### src/include/controller_config.svh
/* Widths for the APB debug port and the cause and stall counters. */
`ifndef CONTROLLER_CONFIG_SVH
`define CONTROLLER_CONFIG_SVH

// byte address of a debug register word
`define CTRL_APB_ADDR_WIDTH 8

// debug register and APB data word
`define CTRL_APB_DATA_WIDTH 32

// cycle counters, wrap silently
`define CTRL_COUNTER_WIDTH 16

`endif

### src/DebugTypes.sv
/* Debug register word addresses and the APB completer state enum. */
`include "controller_config.svh"

package DebugTypes;

    // cause counters sit at AddrCauseCount + 4 * cause index
    typedef enum logic [`CTRL_APB_ADDR_WIDTH-1:0] {
        AddrFrontCtrl      = 'h00,
        AddrBackCtrl       = 'h04,
        AddrStatus         = 'h08,
        AddrCounterClear   = 'h0C,
        AddrCauseCount     = 'h10,
        AddrBackStallCount = 'h30
    } DebugAddr;

    // setup phase is seen in ApbIdle, data moves in ApbAccess
    typedef enum logic {
        ApbIdle   = 1'b0,
        ApbAccess = 1'b1
    } ApbState;

endpackage

### src/PipelineTypes.sv
/* Stage index enums, the front-end cause enum and the
   stall/clear vector types shared by the pipeline controllers. */
package PipelineTypes;

    // bit positions in the front-end stall/clear vectors
    typedef enum logic [2:0] {
        StageNp = 3'd0,
        StageIf = 3'd1,
        StagePd = 3'd2,
        StageId = 3'd3,
        StageRn = 3'd4,
        StageDs = 3'd5
    } FrontStage;

    // bit positions in the back-end stall/clear vectors
    typedef enum logic [1:0] {
        StageSc = 2'd0,
        StageIs = 2'd1,
        StageBe = 2'd2,
        StageCm = 2'd3
    } BackStage;

    // winning front-end request, lower stages first
    typedef enum logic [2:0] {
        CauseNone     = 3'd0,
        CauseCmFlush  = 3'd1,
        CauseRnBubble = 3'd2,
        CauseRnFlush  = 3'd3,
        CauseIdStall  = 3'd4,
        CauseIfBubble = 3'd5,
        CauseNpBubble = 3'd6
    } FrontCause;

    // one control kind per stage
    typedef logic [5:0] FrontCtrlVec;
    typedef logic [3:0] BackCtrlVec;

endpackage

### src/BackEndController.sv
/* Back-end stall/clear for the scheduler, issue,
   execution and commit stages. */
`timescale 1ns/10ps

module BackEndController (
    input  logic                     arstN,
    input  logic                     isStageStallUpper,
    output PipelineTypes::BackCtrlVec backStall,
    output PipelineTypes::BackCtrlVec backClear
);

    import PipelineTypes::*;

    always_comb begin
        backStall = '0;
        backClear = '0;

        if (!arstN) begin
            backClear = '1;
        end
        else if (isStageStallUpper) begin
            // hold the scheduler, issued ops keep draining
            backStall[StageSc] = 1'b1;
            backStall[StageIs] = 1'b1;
        end
    end

endmodule

### src/Controller.sv
/* Top level of the stall/flush controller, front-end and back-end
   control side by side with the debug monitor. */
`timescale 1ns/10ps
`include "controller_config.svh"

module Controller (
    input  logic                            clk,
    input  logic                            arstN,
    input  logic                            cmStageFlushUpper,
    input  logic                            rnStageSendBubbleLower,
    input  logic                            rnStageFlushUpper,
    input  logic                            idStageStallUpper,
    input  logic                            ifStageSendBubbleLower,
    input  logic                            npStageSendBubbleLower,
    input  logic                            npStageSendBubbleLowerForInterrupt,
    input  logic                            isStageStallUpper,
    input  logic                            ifStageEmpty,
    input  logic                            pdStageEmpty,
    input  logic                            idStageEmpty,
    input  logic                            rnStageEmpty,
    input  logic                            activeListEmpty,
    input  logic [`CTRL_APB_ADDR_WIDTH-1:0] paddr,
    input  logic                            psel,
    input  logic                            penable,
    input  logic                            pwrite,
    input  logic [`CTRL_APB_DATA_WIDTH-1:0] pwdata,
    output logic [`CTRL_APB_DATA_WIDTH-1:0] prdata,
    output logic                            pready,
    output logic                            pslverr,
    output PipelineTypes::FrontCtrlVec       frontStall,
    output PipelineTypes::FrontCtrlVec       frontClear,
    output PipelineTypes::BackCtrlVec        backStall,
    output PipelineTypes::BackCtrlVec        backClear,
    output logic                            stallByDecodeStage,
    output logic                            wholePipelineEmpty
);

    import PipelineTypes::*;

    // winning front-end request, only the monitor needs it
    FrontCause frontCause;

    FrontEndController FrontEndController_i (
        .arstN                              (arstN),
        .cmStageFlushUpper                  (cmStageFlushUpper),
        .rnStageSendBubbleLower             (rnStageSendBubbleLower),
        .rnStageFlushUpper                  (rnStageFlushUpper),
        .idStageStallUpper                  (idStageStallUpper),
        .ifStageSendBubbleLower             (ifStageSendBubbleLower),
        .npStageSendBubbleLower             (npStageSendBubbleLower),
        .npStageSendBubbleLowerForInterrupt (npStageSendBubbleLowerForInterrupt),
        .frontStall                         (frontStall),
        .frontClear                         (frontClear),
        .stallByDecodeStage                 (stallByDecodeStage),
        .frontCause                         (frontCause)
    );

    BackEndController BackEndController_i (
        .arstN             (arstN),
        .isStageStallUpper (isStageStallUpper),
        .backStall         (backStall),
        .backClear         (backClear)
    );

    PipelineMonitor PipelineMonitor_i (
        .clk                (clk),
        .arstN              (arstN),
        .frontStall         (frontStall),
        .frontClear         (frontClear),
        .backStall          (backStall),
        .backClear          (backClear),
        .stallByDecodeStage (stallByDecodeStage),
        .frontCause         (frontCause),
        .isStageStallUpper  (isStageStallUpper),
        .ifStageEmpty       (ifStageEmpty),
        .pdStageEmpty       (pdStageEmpty),
        .idStageEmpty       (idStageEmpty),
        .rnStageEmpty       (rnStageEmpty),
        .activeListEmpty    (activeListEmpty),
        .wholePipelineEmpty (wholePipelineEmpty),
        .paddr              (paddr),
        .psel               (psel),
        .penable            (penable),
        .pwrite             (pwrite),
        .pwdata             (pwdata),
        .prdata             (prdata),
        .pready             (pready),
        .pslverr            (pslverr)
    );

endmodule

### src/FrontEndController.sv
/* Front-end stall and flush arbitration, fixed priority with
   lower stages first, plus the winning cause. */
`timescale 1ns/10ps

module FrontEndController (
    input  logic                      arstN,
    input  logic                      cmStageFlushUpper,
    input  logic                      rnStageSendBubbleLower,
    input  logic                      rnStageFlushUpper,
    input  logic                      idStageStallUpper,
    input  logic                      ifStageSendBubbleLower,
    input  logic                      npStageSendBubbleLower,
    input  logic                      npStageSendBubbleLowerForInterrupt,
    output PipelineTypes::FrontCtrlVec frontStall,
    output PipelineTypes::FrontCtrlVec frontClear,
    output logic                      stallByDecodeStage,
    output PipelineTypes::FrontCause  frontCause
);

    import PipelineTypes::*;

    always_comb begin
        frontStall         = '0;
        frontClear         = '0;
        stallByDecodeStage = 1'b0;
        frontCause         = CauseNone;

        if (!arstN) begin
            // latches take invalid entries, so nothing stalls
            frontClear = '1;
        end
        else if (cmStageFlushUpper) begin
            // misprediction, drop everything not yet in the active list
            frontClear[StageDs:StageIf] = '1;
            frontCause                  = CauseCmFlush;
        end
        else if (rnStageSendBubbleLower) begin
            // out of physical registers
            frontStall[StageRn:StageNp] = '1;
            // bubble to dispatch
            frontClear[StageRn]         = 1'b1;
            frontCause                  = CauseRnBubble;
        end
        else if (rnStageFlushUpper) begin
            frontClear[StageId:StageIf] = '1;
            frontCause                  = CauseRnFlush;
        end
        else if (idStageStallUpper) begin
            // micro-op split in progress; no bubble needed
            frontStall[StageId:StageNp] = '1;
            stallByDecodeStage          = 1'b1;
            frontCause                  = CauseIdStall;
        end
        else if (ifStageSendBubbleLower) begin
            // icache miss, hold the PC and send nops down
            frontStall[StageIf:StageNp] = '1;
            frontClear[StageIf:StageNp] = '1;
            frontCause                  = CauseIfBubble;
        end
        else if (npStageSendBubbleLower || npStageSendBubbleLowerForInterrupt) begin
            frontStall[StageNp] = 1'b1;
            frontClear[StageNp] = 1'b1;
            frontCause          = CauseNpBubble;
        end
    end

endmodule

### src/PipelineMonitor.sv
/* Whole-pipeline-empty flag, per-cause and back-stall cycle counters,
   and the APB debug register file. */
`timescale 1ns/10ps
`include "controller_config.svh"

module PipelineMonitor (
    input  logic                            clk,
    input  logic                            arstN,
    input  PipelineTypes::FrontCtrlVec       frontStall,
    input  PipelineTypes::FrontCtrlVec       frontClear,
    input  PipelineTypes::BackCtrlVec        backStall,
    input  PipelineTypes::BackCtrlVec        backClear,
    input  logic                            stallByDecodeStage,
    input  PipelineTypes::FrontCause         frontCause,
    input  logic                            isStageStallUpper,
    input  logic                            ifStageEmpty,
    input  logic                            pdStageEmpty,
    input  logic                            idStageEmpty,
    input  logic                            rnStageEmpty,
    input  logic                            activeListEmpty,
    output logic                            wholePipelineEmpty,
    input  logic [`CTRL_APB_ADDR_WIDTH-1:0] paddr,
    input  logic                            psel,
    input  logic                            penable,
    input  logic                            pwrite,
    input  logic [`CTRL_APB_DATA_WIDTH-1:0] pwdata,
    output logic [`CTRL_APB_DATA_WIDTH-1:0] prdata,
    output logic                            pready,
    output logic                            pslverr
);

    import PipelineTypes::*;
    import DebugTypes::*;

    localparam int CauseCount = int'(CauseNpBubble) + 1;

    ApbState                          apbState;
    logic                             setupPhase;
    logic                             accessPhase;
    logic                             counterClear;
    logic [`CTRL_COUNTER_WIDTH-1:0]   causeCount [CauseCount];
    logic [`CTRL_COUNTER_WIDTH-1:0]   backStallCount;
    logic [`CTRL_APB_ADDR_WIDTH-1:0]  causeOffset;
    logic [2:0]                       causeIdx;
    logic                             causeHit;
    logic                             addrMapped;
    logic                             apbError;
    logic [`CTRL_APB_DATA_WIDTH-1:0]  readData;

    // IF fetches something valid unless NP is cleared
    assign wholePipelineEmpty = frontClear[StageNp] && ifStageEmpty && pdStageEmpty &&
                                idStageEmpty && rnStageEmpty && activeListEmpty;

    // no wait states
    assign pready = 1'b1;

    assign setupPhase   = psel && !penable;
    assign accessPhase  = (apbState == ApbAccess) && psel && penable;
    assign counterClear = accessPhase && pwrite && (paddr == AddrCounterClear);

    always_ff @(posedge clk or negedge arstN) begin
        if (!arstN) begin
            apbState <= ApbIdle;
        end
        else if (setupPhase) begin
            apbState <= ApbAccess;
        end
        else begin
            apbState <= ApbIdle;
        end
    end

    always_ff @(posedge clk or negedge arstN) begin
        if (!arstN) begin
            for (int i = 0; i < CauseCount; i++) begin
                causeCount[i] <= '0;
            end
            backStallCount <= '0;
        end
        else if (counterClear) begin
            // clear wins over this cycle's increment
            for (int i = 0; i < CauseCount; i++) begin
                causeCount[i] <= '0;
            end
            backStallCount <= '0;
        end
        else begin
            causeCount[frontCause] <= causeCount[frontCause] + 1'b1;
            if (isStageStallUpper) begin
                backStallCount <= backStallCount + 1'b1;
            end
        end
    end

    // cause counter window 0x10..0x28, word aligned
    assign causeOffset = paddr - AddrCauseCount;
    assign causeIdx    = causeOffset[4:2];
    assign causeHit    = (paddr >= AddrCauseCount) &&
                         (causeOffset < `CTRL_APB_ADDR_WIDTH'(4 * CauseCount)) &&
                         (paddr[1:0] == 2'b00);

    always_comb begin
        readData   = '0;
        addrMapped = 1'b1;
        case (paddr)
            AddrFrontCtrl: begin
                readData[5:0]  = frontClear;
                readData[13:8] = frontStall;
            end
            AddrBackCtrl: begin
                readData[3:0]  = backClear;
                readData[11:8] = backStall;
            end
            AddrStatus: begin
                readData[0]   = wholePipelineEmpty;
                readData[1]   = stallByDecodeStage;
                readData[6:4] = frontCause;
            end
            AddrCounterClear: begin
                // write-only, reads as zero
                readData = '0;
            end
            AddrBackStallCount: begin
                readData[`CTRL_COUNTER_WIDTH-1:0] = backStallCount;
            end
            default: begin
                if (causeHit) begin
                    readData[`CTRL_COUNTER_WIDTH-1:0] = causeCount[causeIdx];
                end
                else begin
                    addrMapped = 1'b0;
                end
            end
        endcase
    end

    // only the counter clear register is writable
    assign apbError = !addrMapped || (pwrite && (paddr != AddrCounterClear));

    // sampled in setup, presented through the access cycle
    always_ff @(posedge clk or negedge arstN) begin
        if (!arstN) begin
            prdata  <= '0;
            pslverr <= 1'b0;
        end
        else if (setupPhase) begin
            prdata  <= pwrite ? '0 : readData;
            pslverr <= apbError;
        end
        else begin
            prdata  <= '0;
            pslverr <= 1'b0;
        end
    end

endmodule

### config.mk
export PLATFORM = sky130hd
export DESIGN_NAME = Controller
export DESIGN_NICKNAME = d
export VERILOG_FILES = /design/src/DebugTypes.sv /design/src/PipelineTypes.sv /design/src/BackEndController.sv /design/src/Controller.sv /design/src/FrontEndController.sv /design/src/PipelineMonitor.sv
export VERILOG_INCLUDE_DIRS = /design/src /design/src/include
export SDC_FILE = /design/constraint.sdc
export NUM_CORES = 1
export LEC_CHECK = 0
export ABC_AREA = 1
export BUFFER_PORTS_ARGS = -buffer_cell sky130_fd_sc_hd__buf_2
export CAP_MARGIN = 20
export CORE_ASPECT_RATIO = 0.75
export CORE_MARGIN = 5
export CORE_UTILIZATION = 45
export CTS_CLUSTER_DIAMETER = 40
export DETAILED_ROUTE_END_ITERATION = 7
export GPL_ROUTABILITY_DRIVEN = 0
export PLACE_DENSITY = 0.74
export SLEW_MARGIN = 20
export SYNTH_ARGS = -nofsm -noshare
export SYNTH_HDL_FRONTEND = slang
export SYNTH_SLANG_ARGS = --single-unit
export TNS_END_PERCENT = 20
### constraint.sdc
create_clock -name clk -period 2.9 [get_ports clk]
set_clock_uncertainty 0.15 [all_clocks]
set_input_delay 0.58 -clock clk [delete_from_list [all_inputs] [get_ports clk]]
set_output_delay 0.58 -clock clk [all_outputs]
set_load 0.01 [all_outputs]
# After elaboration in Yosys (flattened, before gate mapping)

Index checks and enable logic that the tools add are counted.

Register bits: 162
Input bits: 58
Output and inout bits: 56
Word-level logic and storage cells: 114

Add/subtract/negate cells: 3
Order comparisons: 5
Eq/ne operators: 5
Muxes and demuxes: 61
Bitwise operators: 2
Reduce and logical (&&, ||, !) cells: 27

Operator list:

| kind                                                        | count |
|---|---|
| 2-to-1 mux 16 bit                                           | 9 |
| bitwise mux 112 bit                                         | 1 |
| 2-to-1 mux 112 bit                                          | 1 |
| binary-select mux 16 bit (select 3 bit)                     | 2 |
| demux 16 bit (select 3 bit)                                 | 1 |
| adder 16 x 1 -> 16 bit (second input constant)              | 2 |
| 2-to-1 mux 32 bit                                           | 1 |
| 2-to-1 mux 3 bit                                            | 7 |
| 2-to-1 mux 4 bit                                            | 5 |
| 2-to-1 mux 1 bit                                            | 17 |
| == test 8 x 4 -> 1 bit (second input constant)              | 2 |
| one-hot mux 2 bit (4 select lines)                          | 2 |
| one-hot mux 4 bit (4 select lines)                          | 1 |
| logical AND 1 bit                                           | 14 |
| 2-to-1 mux 2 bit                                            | 6 |
| 2-to-1 mux 5 bit                                            | 2 |
| one-hot mux 2 bit (5 select lines)                          | 1 |
| == test 8 x 3 -> 1 bit (second input constant)              | 1 |
| == test 8 x 6 -> 1 bit (second input constant)              | 1 |
| >= comparator 4 bit (second input constant)                 | 2 |
| >= comparator 8 x 5 -> 1 bit (second input constant)        | 1 |
| logical NOT 8 bit                                           | 1 |
| less-than comparator 8 x 5 -> 1 bit (second input constant) | 1 |
| inequality test 8 x 4 -> 1 bit (second input constant)      | 1 |
| other kinds (16)                                            | 21 |

# Longest topological paths before layout

Depth in word-level cells: 16
Depth in mapped cells: 20
Depth with buffers taken out: 20

# Hierarchy

A second synthesis with hierarchy kept.

Cells, all modules: 1252
Area total of the unflattened synthesis: 9037.4 um^2

Modules (own cells, without submodules):

| module             | times used | cells an instance | area each (um^2) | sequential area each (um^2) |
|---|---|---|---|---|
| PipelineMonitor    | 1          | 1204              | 8775.9           | 3653.5 |
| FrontEndController | 1          | 38                | 201.4            | 0.0 |
| BackEndController  | 1          | 10                | 60.1             | 0.0 |

# Least setup slack after synthesis

Ideal clock, no wire load.

Path kind: in2reg
From: in paddr[4]
To: reg PipelineMonitor_i.causeCount[3] (netlist name)
Library setup time: 0.131 ns
Arrival time: 2.655 ns
Data required time: 2.619 ns
Path slack: -0.036 ns
Stages: 16
Buffers on the path: 3
Path through: clkbuf_1 > clkinv_1 > ha_1 > inv_1 > nor2_1 > inv_1 > nor2_1 > inv_1 > nor3_1 > inv_1 > nor4_1 > clkbuf_1 > nor2_1 > clkbuf_1 > nand2_1 > o21ai_0

Longest elaborated chain between the ends: 3

Ends and longest elaborated chain:

| what                            | line                  | RTL |
|---|---|---|
| from (decl)                     | Controller.sv:22      | `` input logic [`CTRL_APB_ADDR_WIDTH-1:0] paddr, `` |
| == test 8 x 4 -> 1 bit          | PipelineMonitor.sv:59 | `assign counterClear = accessPhase && pwrite && (paddr == AddrCounterClear);` |
| logical AND 1 bit               | PipelineMonitor.sv:59 |  |
| 2-to-1 mux 112 bit              | PipelineMonitor.sv:80 | `else if (counterClear) begin` |
| to (signal, indexed assignment) | PipelineMonitor.sv:88 | `causeCount[frontCause] <= causeCount[frontCause] + 1'b1;` |
| to (decl)                       | PipelineMonitor.sv:41 | `` logic [`CTRL_COUNTER_WIDTH-1:0] causeCount [CauseCount]; `` |

No other way between the ends.
A chain may end at the register's enable or synchronous reset.

# Worst setup path in the final report

From: in cmStageFlushUpper
To: reg PipelineMonitor_i.causeCount[88] (netlist name)

Longest elaborated chain between the ends: 9
Elaborated cells between the ends (all ways): 14
Those cells by class: add/sub: 1; order compare: 2; mux: 9; bitwise: 1; reduce/logical: 1

Ends and longest elaborated chain:

| what                                                                         | line                     | RTL |
|---|---|---|
| from (decl)                                                                  | Controller.sv:9          | `input logic cmStageFlushUpper,` |
| 2-to-1 mux 3 bit *                                                           | FrontEndController.sv:32 | `else if (cmStageFlushUpper) begin` |
| 2-to-1 mux 3 bit *                                                           | FrontEndController.sv:28 | `if (!arstN) begin` |
| NOT 3 -> 4 bit (not written as such) *                                       | PipelineMonitor.sv:88    |  |
| binary-select mux 16 bit (select 3 bit), or another cell as far along        | PipelineMonitor.sv:88    |  |
| 2-to-1 mux 16 bit (not written as such) or logical AND 1 bit (tied branches) | PipelineMonitor.sv:88    |  |
| 2-to-1 mux 16 bit (not written as such)                                      | PipelineMonitor.sv:88    |  |
| adder 16 x 1 -> 16 bit or demux 16 bit (select 3 bit) (tied branches)        | PipelineMonitor.sv:88    |  |
| bitwise mux 112 bit *                                                        | PipelineMonitor.sv:88    |  |
| 2-to-1 mux 112 bit *                                                         | PipelineMonitor.sv:80    |  |

Mark *: on every way between the ends. The rest lies on a longest branch, timed or not. The select of a mux whose other input is x is not followed.

==> metrics.md <==
| Metric | Value |
|---|---|
| Switching power | `roughly 2.6 mW` |
| WL/cell | `19.77 µm` |
| Final setup viols | `0` |
| Max-slew violations | `0` |
| Vias/cell | `about 5.8` |
| Post-Syn Area | `8543 µm²` |
| FMAX | `358.8 MHz` |
| # diodes | `0` |
| Worst setup SP type | `primary input` |
| Leak | `about 5.5 nW` |
| Placed cells | `1563` |
| HP Class | `primary input to async pin` |
| RSZ-0062 raised after global routing | `yes` |
| Num ports | `~110` |
| Critical path peak fanout | `7` |
| P_int | `~4.6 mW` |
| Multi-input gate area | `about 4200 µm²` |
| Power Density | `681.9 nW/µm²` |
| Sequential power share | `0.408` |
| Initial DRC count | `1465` |
| Netlist cell types | `46` |
| Worst-skew pair later-pin latency | `0.43 ns` |
| Largest net degree at the start of global routing | `82` |
| Yosys reg bits | `146` |
| Max_cap viols | `0` |
| Die area | `~22000 µm²` |
| Site row count | `43` |
| Switching Share | `0.3582` |
| Root buffer selected by CTS | `clkbuf_16` |
| CTS tree | `built` |
| Setup tns final | `0 ns` |
| Routed vias | `9291` |
| CP Data Required Time | `3.10 ns` |
| CTS Buf Count | `17` |
| Largest family of logic cells by synthesized area | `simple AND/OR/NAND/NOR gates` |
| Storage cell area | `3654 µm²` |
| Outcome | `completed` |
| Die width | `169.1 µm` |
| Post-route non-filler standard cell count | `1596` |
| DRC | `0` |
| Post-layout min period | `~2.8 ns` |
| Total track usage | `0.2882` |
| Initial antenna violation count | `0` |
| Maximum vdd drop | `0.3892 mV` |
| Kind of critical path | `primary input to flop` |
| Filler cells | `1690` |
| Final net count | `around 1400` |
| Vias in the first global route | `8746` |
| Global-route wire length before repair | `~48 mm` |
| Worst-margin pin slew | `~0.84 ns` |
| Final ANT Viol Nets | `0` |
| Comb pwr share | `0.296` |
| Multiplexer share of the synthesized area | `0` |
| WL final | `about 32 mm` |
| Worst Path Arrival | `~3.0 ns` |
| Clock Power Share | `0.296` |
| H-tree depth | `4` |
| Post-DP HPWL | `around 22 mm` |
| Synthesized area per cell | `7.258 µm²` |
| Area growth, synth to finish | `23.48%` |
| DR pass1 iterations | `7` |
| Clock-pin slew on the worst setup and hold paths | `about 0.06 ns` |
| IO Port Bufs | `61` |
| Share of cells above drive strength 1 | `0.2053` |
| Starting Density | `0.4603` |
| Clock Path Buffers | `2` |
| Count of final hold-check violations | `0` |
| Sequential area share after synthesis | `0.4277` |
| Synth Area in Adders | `0.007323` |
| Post-Synth XOR/XNOR Area | `0.004979` |
| Core area | `between 15000 and 20000 µm²` |
| Leading cell types in the layout, fill and taps excluded | `nand2_1 (312), dfrtp_1 (146), inv_1 (135)` |
| Simple-Gate Fraction of Synth Area | `0.2992` |
| Post-synthesis cell count | `1177` |
| Final period utilization | `0.9610` |
| Synth Area in Compound Gates | `0.1547` |
| Die height | `between 100 and 150 µm` |
| Sink Count | `146` |
| Max-slew headroom | `0.4410` |
| Hold-fix buffers, CTS | `0` |
| Commonest non-fill, non-tap cell in the layout | `nand2_1` |
| Crit. End Element | `flop` |
| Overall power | `7.193 mW` |
| YS warnings | `0` |
| Grt ovf | `0` |
| WHS | `0.02959 ns` |
| Final Util | `0.5683` |
cells by family after synthesis:
family	count (synthesis)
and+or+nand+nor	590
AOI/OAI and AO/OA	221
buffers and inverters	209
DFF	146
adders and majority gates	5
xor gates and xnor gates	4
other	2
layout make-up:
cell class | count | share of cell area
Inverter | 150 | 0.05337
Clock inverter | 5 | 0.004744
Clock buffer | 27 | 0.04768
Sequential cell | 146 | 0.3463
Multi-Input combinational cell | 840 | 0.3986
Timing Repair Buffer | 181 | 0.1199
Tap cell | 247 | 0.02930
layer usage:
metal	wire length [µm]	track usage	up-vias	part of all wire
li1	-	-	4162	-
met1	12730	0.4048	4347	0.40
met2	12880	0.4169	687	0.41
met3	4945	0.1031	95	0.16
met4	1003	0.09655	0	0.032
met5	0	0	-	0
sequential cells by signal, summed over array words and instances (netlist names):
signal	flops
PipelineMonitor_i.apbState	1
PipelineMonitor_i.backStallCount	16
PipelineMonitor_i.causeCount	112
PipelineMonitor_i.prdata	16
PipelineMonitor_i.pslverr	1
worst max-delay path, stage by stage:
cell     delay (ns)
buf_2          0.12
inv_1          0.08
nand2_2        0.09
nor2_4         0.17
nand3_4        0.13
nand2_4        0.12
buf_4          0.11
inv_2          0.10
buf_4          0.17
nand3_1        0.08
nand2_1        0.06
nor2_1         0.09
nand2_1        0.12
nor2_1         0.24
nand2_1        0.13
buf_4          0.16
o21ai_4        0.20
nand3_1        0.13
o21ai_1        0.09
power by group through the flow:
| stage | clock [mW] | combinational [mW] | sequential [mW] |
|---|---|---|---|
| 3_3_place_gp | 0 | 1.93 | 2.92 |
| 6_report | 2.13 | 2.13 | 2.94 |
| 4_1_cts | 2.13 | 2.00 | 2.92 |
| 2_1_floorplan | 0 | 1.31 | 2.83 |
| 3_5_place_dp | 0 | 1.98 | 2.95 |
| 5_1_grt | 2.21 | 2.34 | 3.00 |
cells in the mapped netlist (all sizes together):
master / count / area share
nand2: 331 / 0.15
dfrtp: 146 / 0.43
inv: 142 / 0.062
nand3: 109 / 0.068
nor2: 107 / 0.051
o22ai: 76 / 0.056
o21ai: 72 / 0.044
a21oi: 37 / 0.022
buf: 34 / 0.028
clkbuf: 25 / 0.011
nor3: 12 / 0.0070
or2: 11 / 0.0081
nand3b: 10 / 0.0092
a211oi: 9 / 0.0079
clkinv: 8 / 0.0035
ha: 5 / 0.0073
nand4: 5 / 0.0037
a221oi: 4 / 0.0041
a311oi: 4 / 0.0041
a31oi: 4 / 0.0029
o211ai: 4 / 0.0035
o221ai: 4 / 0.0041
xor2: 3 / 0.0040
a22oi: 2 / 0.0018
and3: 2 / 0.0015
conb: 2 / 0.00088
nor4: 2 / 0.0015
o21a: 2 / 0.0018
o21bai: 2 / 0.0018
nor3b: 1 / 0.00088
o2111ai: 1 / 0.0010
xnor2: 1 / 0.0010
final timing paths:
| kind | startpoint | end | slack, ns | cells past startpoint |
|---|---|---|---|---|
| max | cmStageFlushUpper | PipelineMonitor_i.causeCount[88]$_DFFE_PN0P_ | 0.11 | 19 |
| min | arstN | PipelineMonitor_i.prdata[2]$_DFF_PN0_ | 0.03 | 3 |
| max reg2reg | PipelineMonitor_i.backStallCount[0]$_DFFE_PN0P_ | PipelineMonitor_i.backStallCount[14]$_DFFE_PN0P_ | 0.58 | 13 |
| min reg2reg | PipelineMonitor_i.causeCount[47]$_DFFE_PN0P_ | PipelineMonitor_i.causeCount[47]$_DFFE_PN0P_ | 0.34 | 2 |
| max in group asynchronous | arstN | PipelineMonitor_i.causeCount[21]$_DFFE_PN0P_ | 1.17 | 4 |
| min in group clk | pwrite | PipelineMonitor_i.prdata[6]$_DFF_PN0_ | 0.24 | 2 |
timing repair:
action	in CTS	in global routing
buffers inserted	0	1
setup endpoints to repair	0	76
resized for setup	0	37
metrics by stage:
stage          setup WS (ns)  area [µm²]
6_report              0.1132       10550
5_1_grt             -0.05783       10550
3_3_place_gp         -0.2430        9832
4_1_cts               0.1118       10390
3_5_place_dp         -0.3168        9834
2_1_floorplan        0.03662        8612
(Power assumes the default switching activity.)
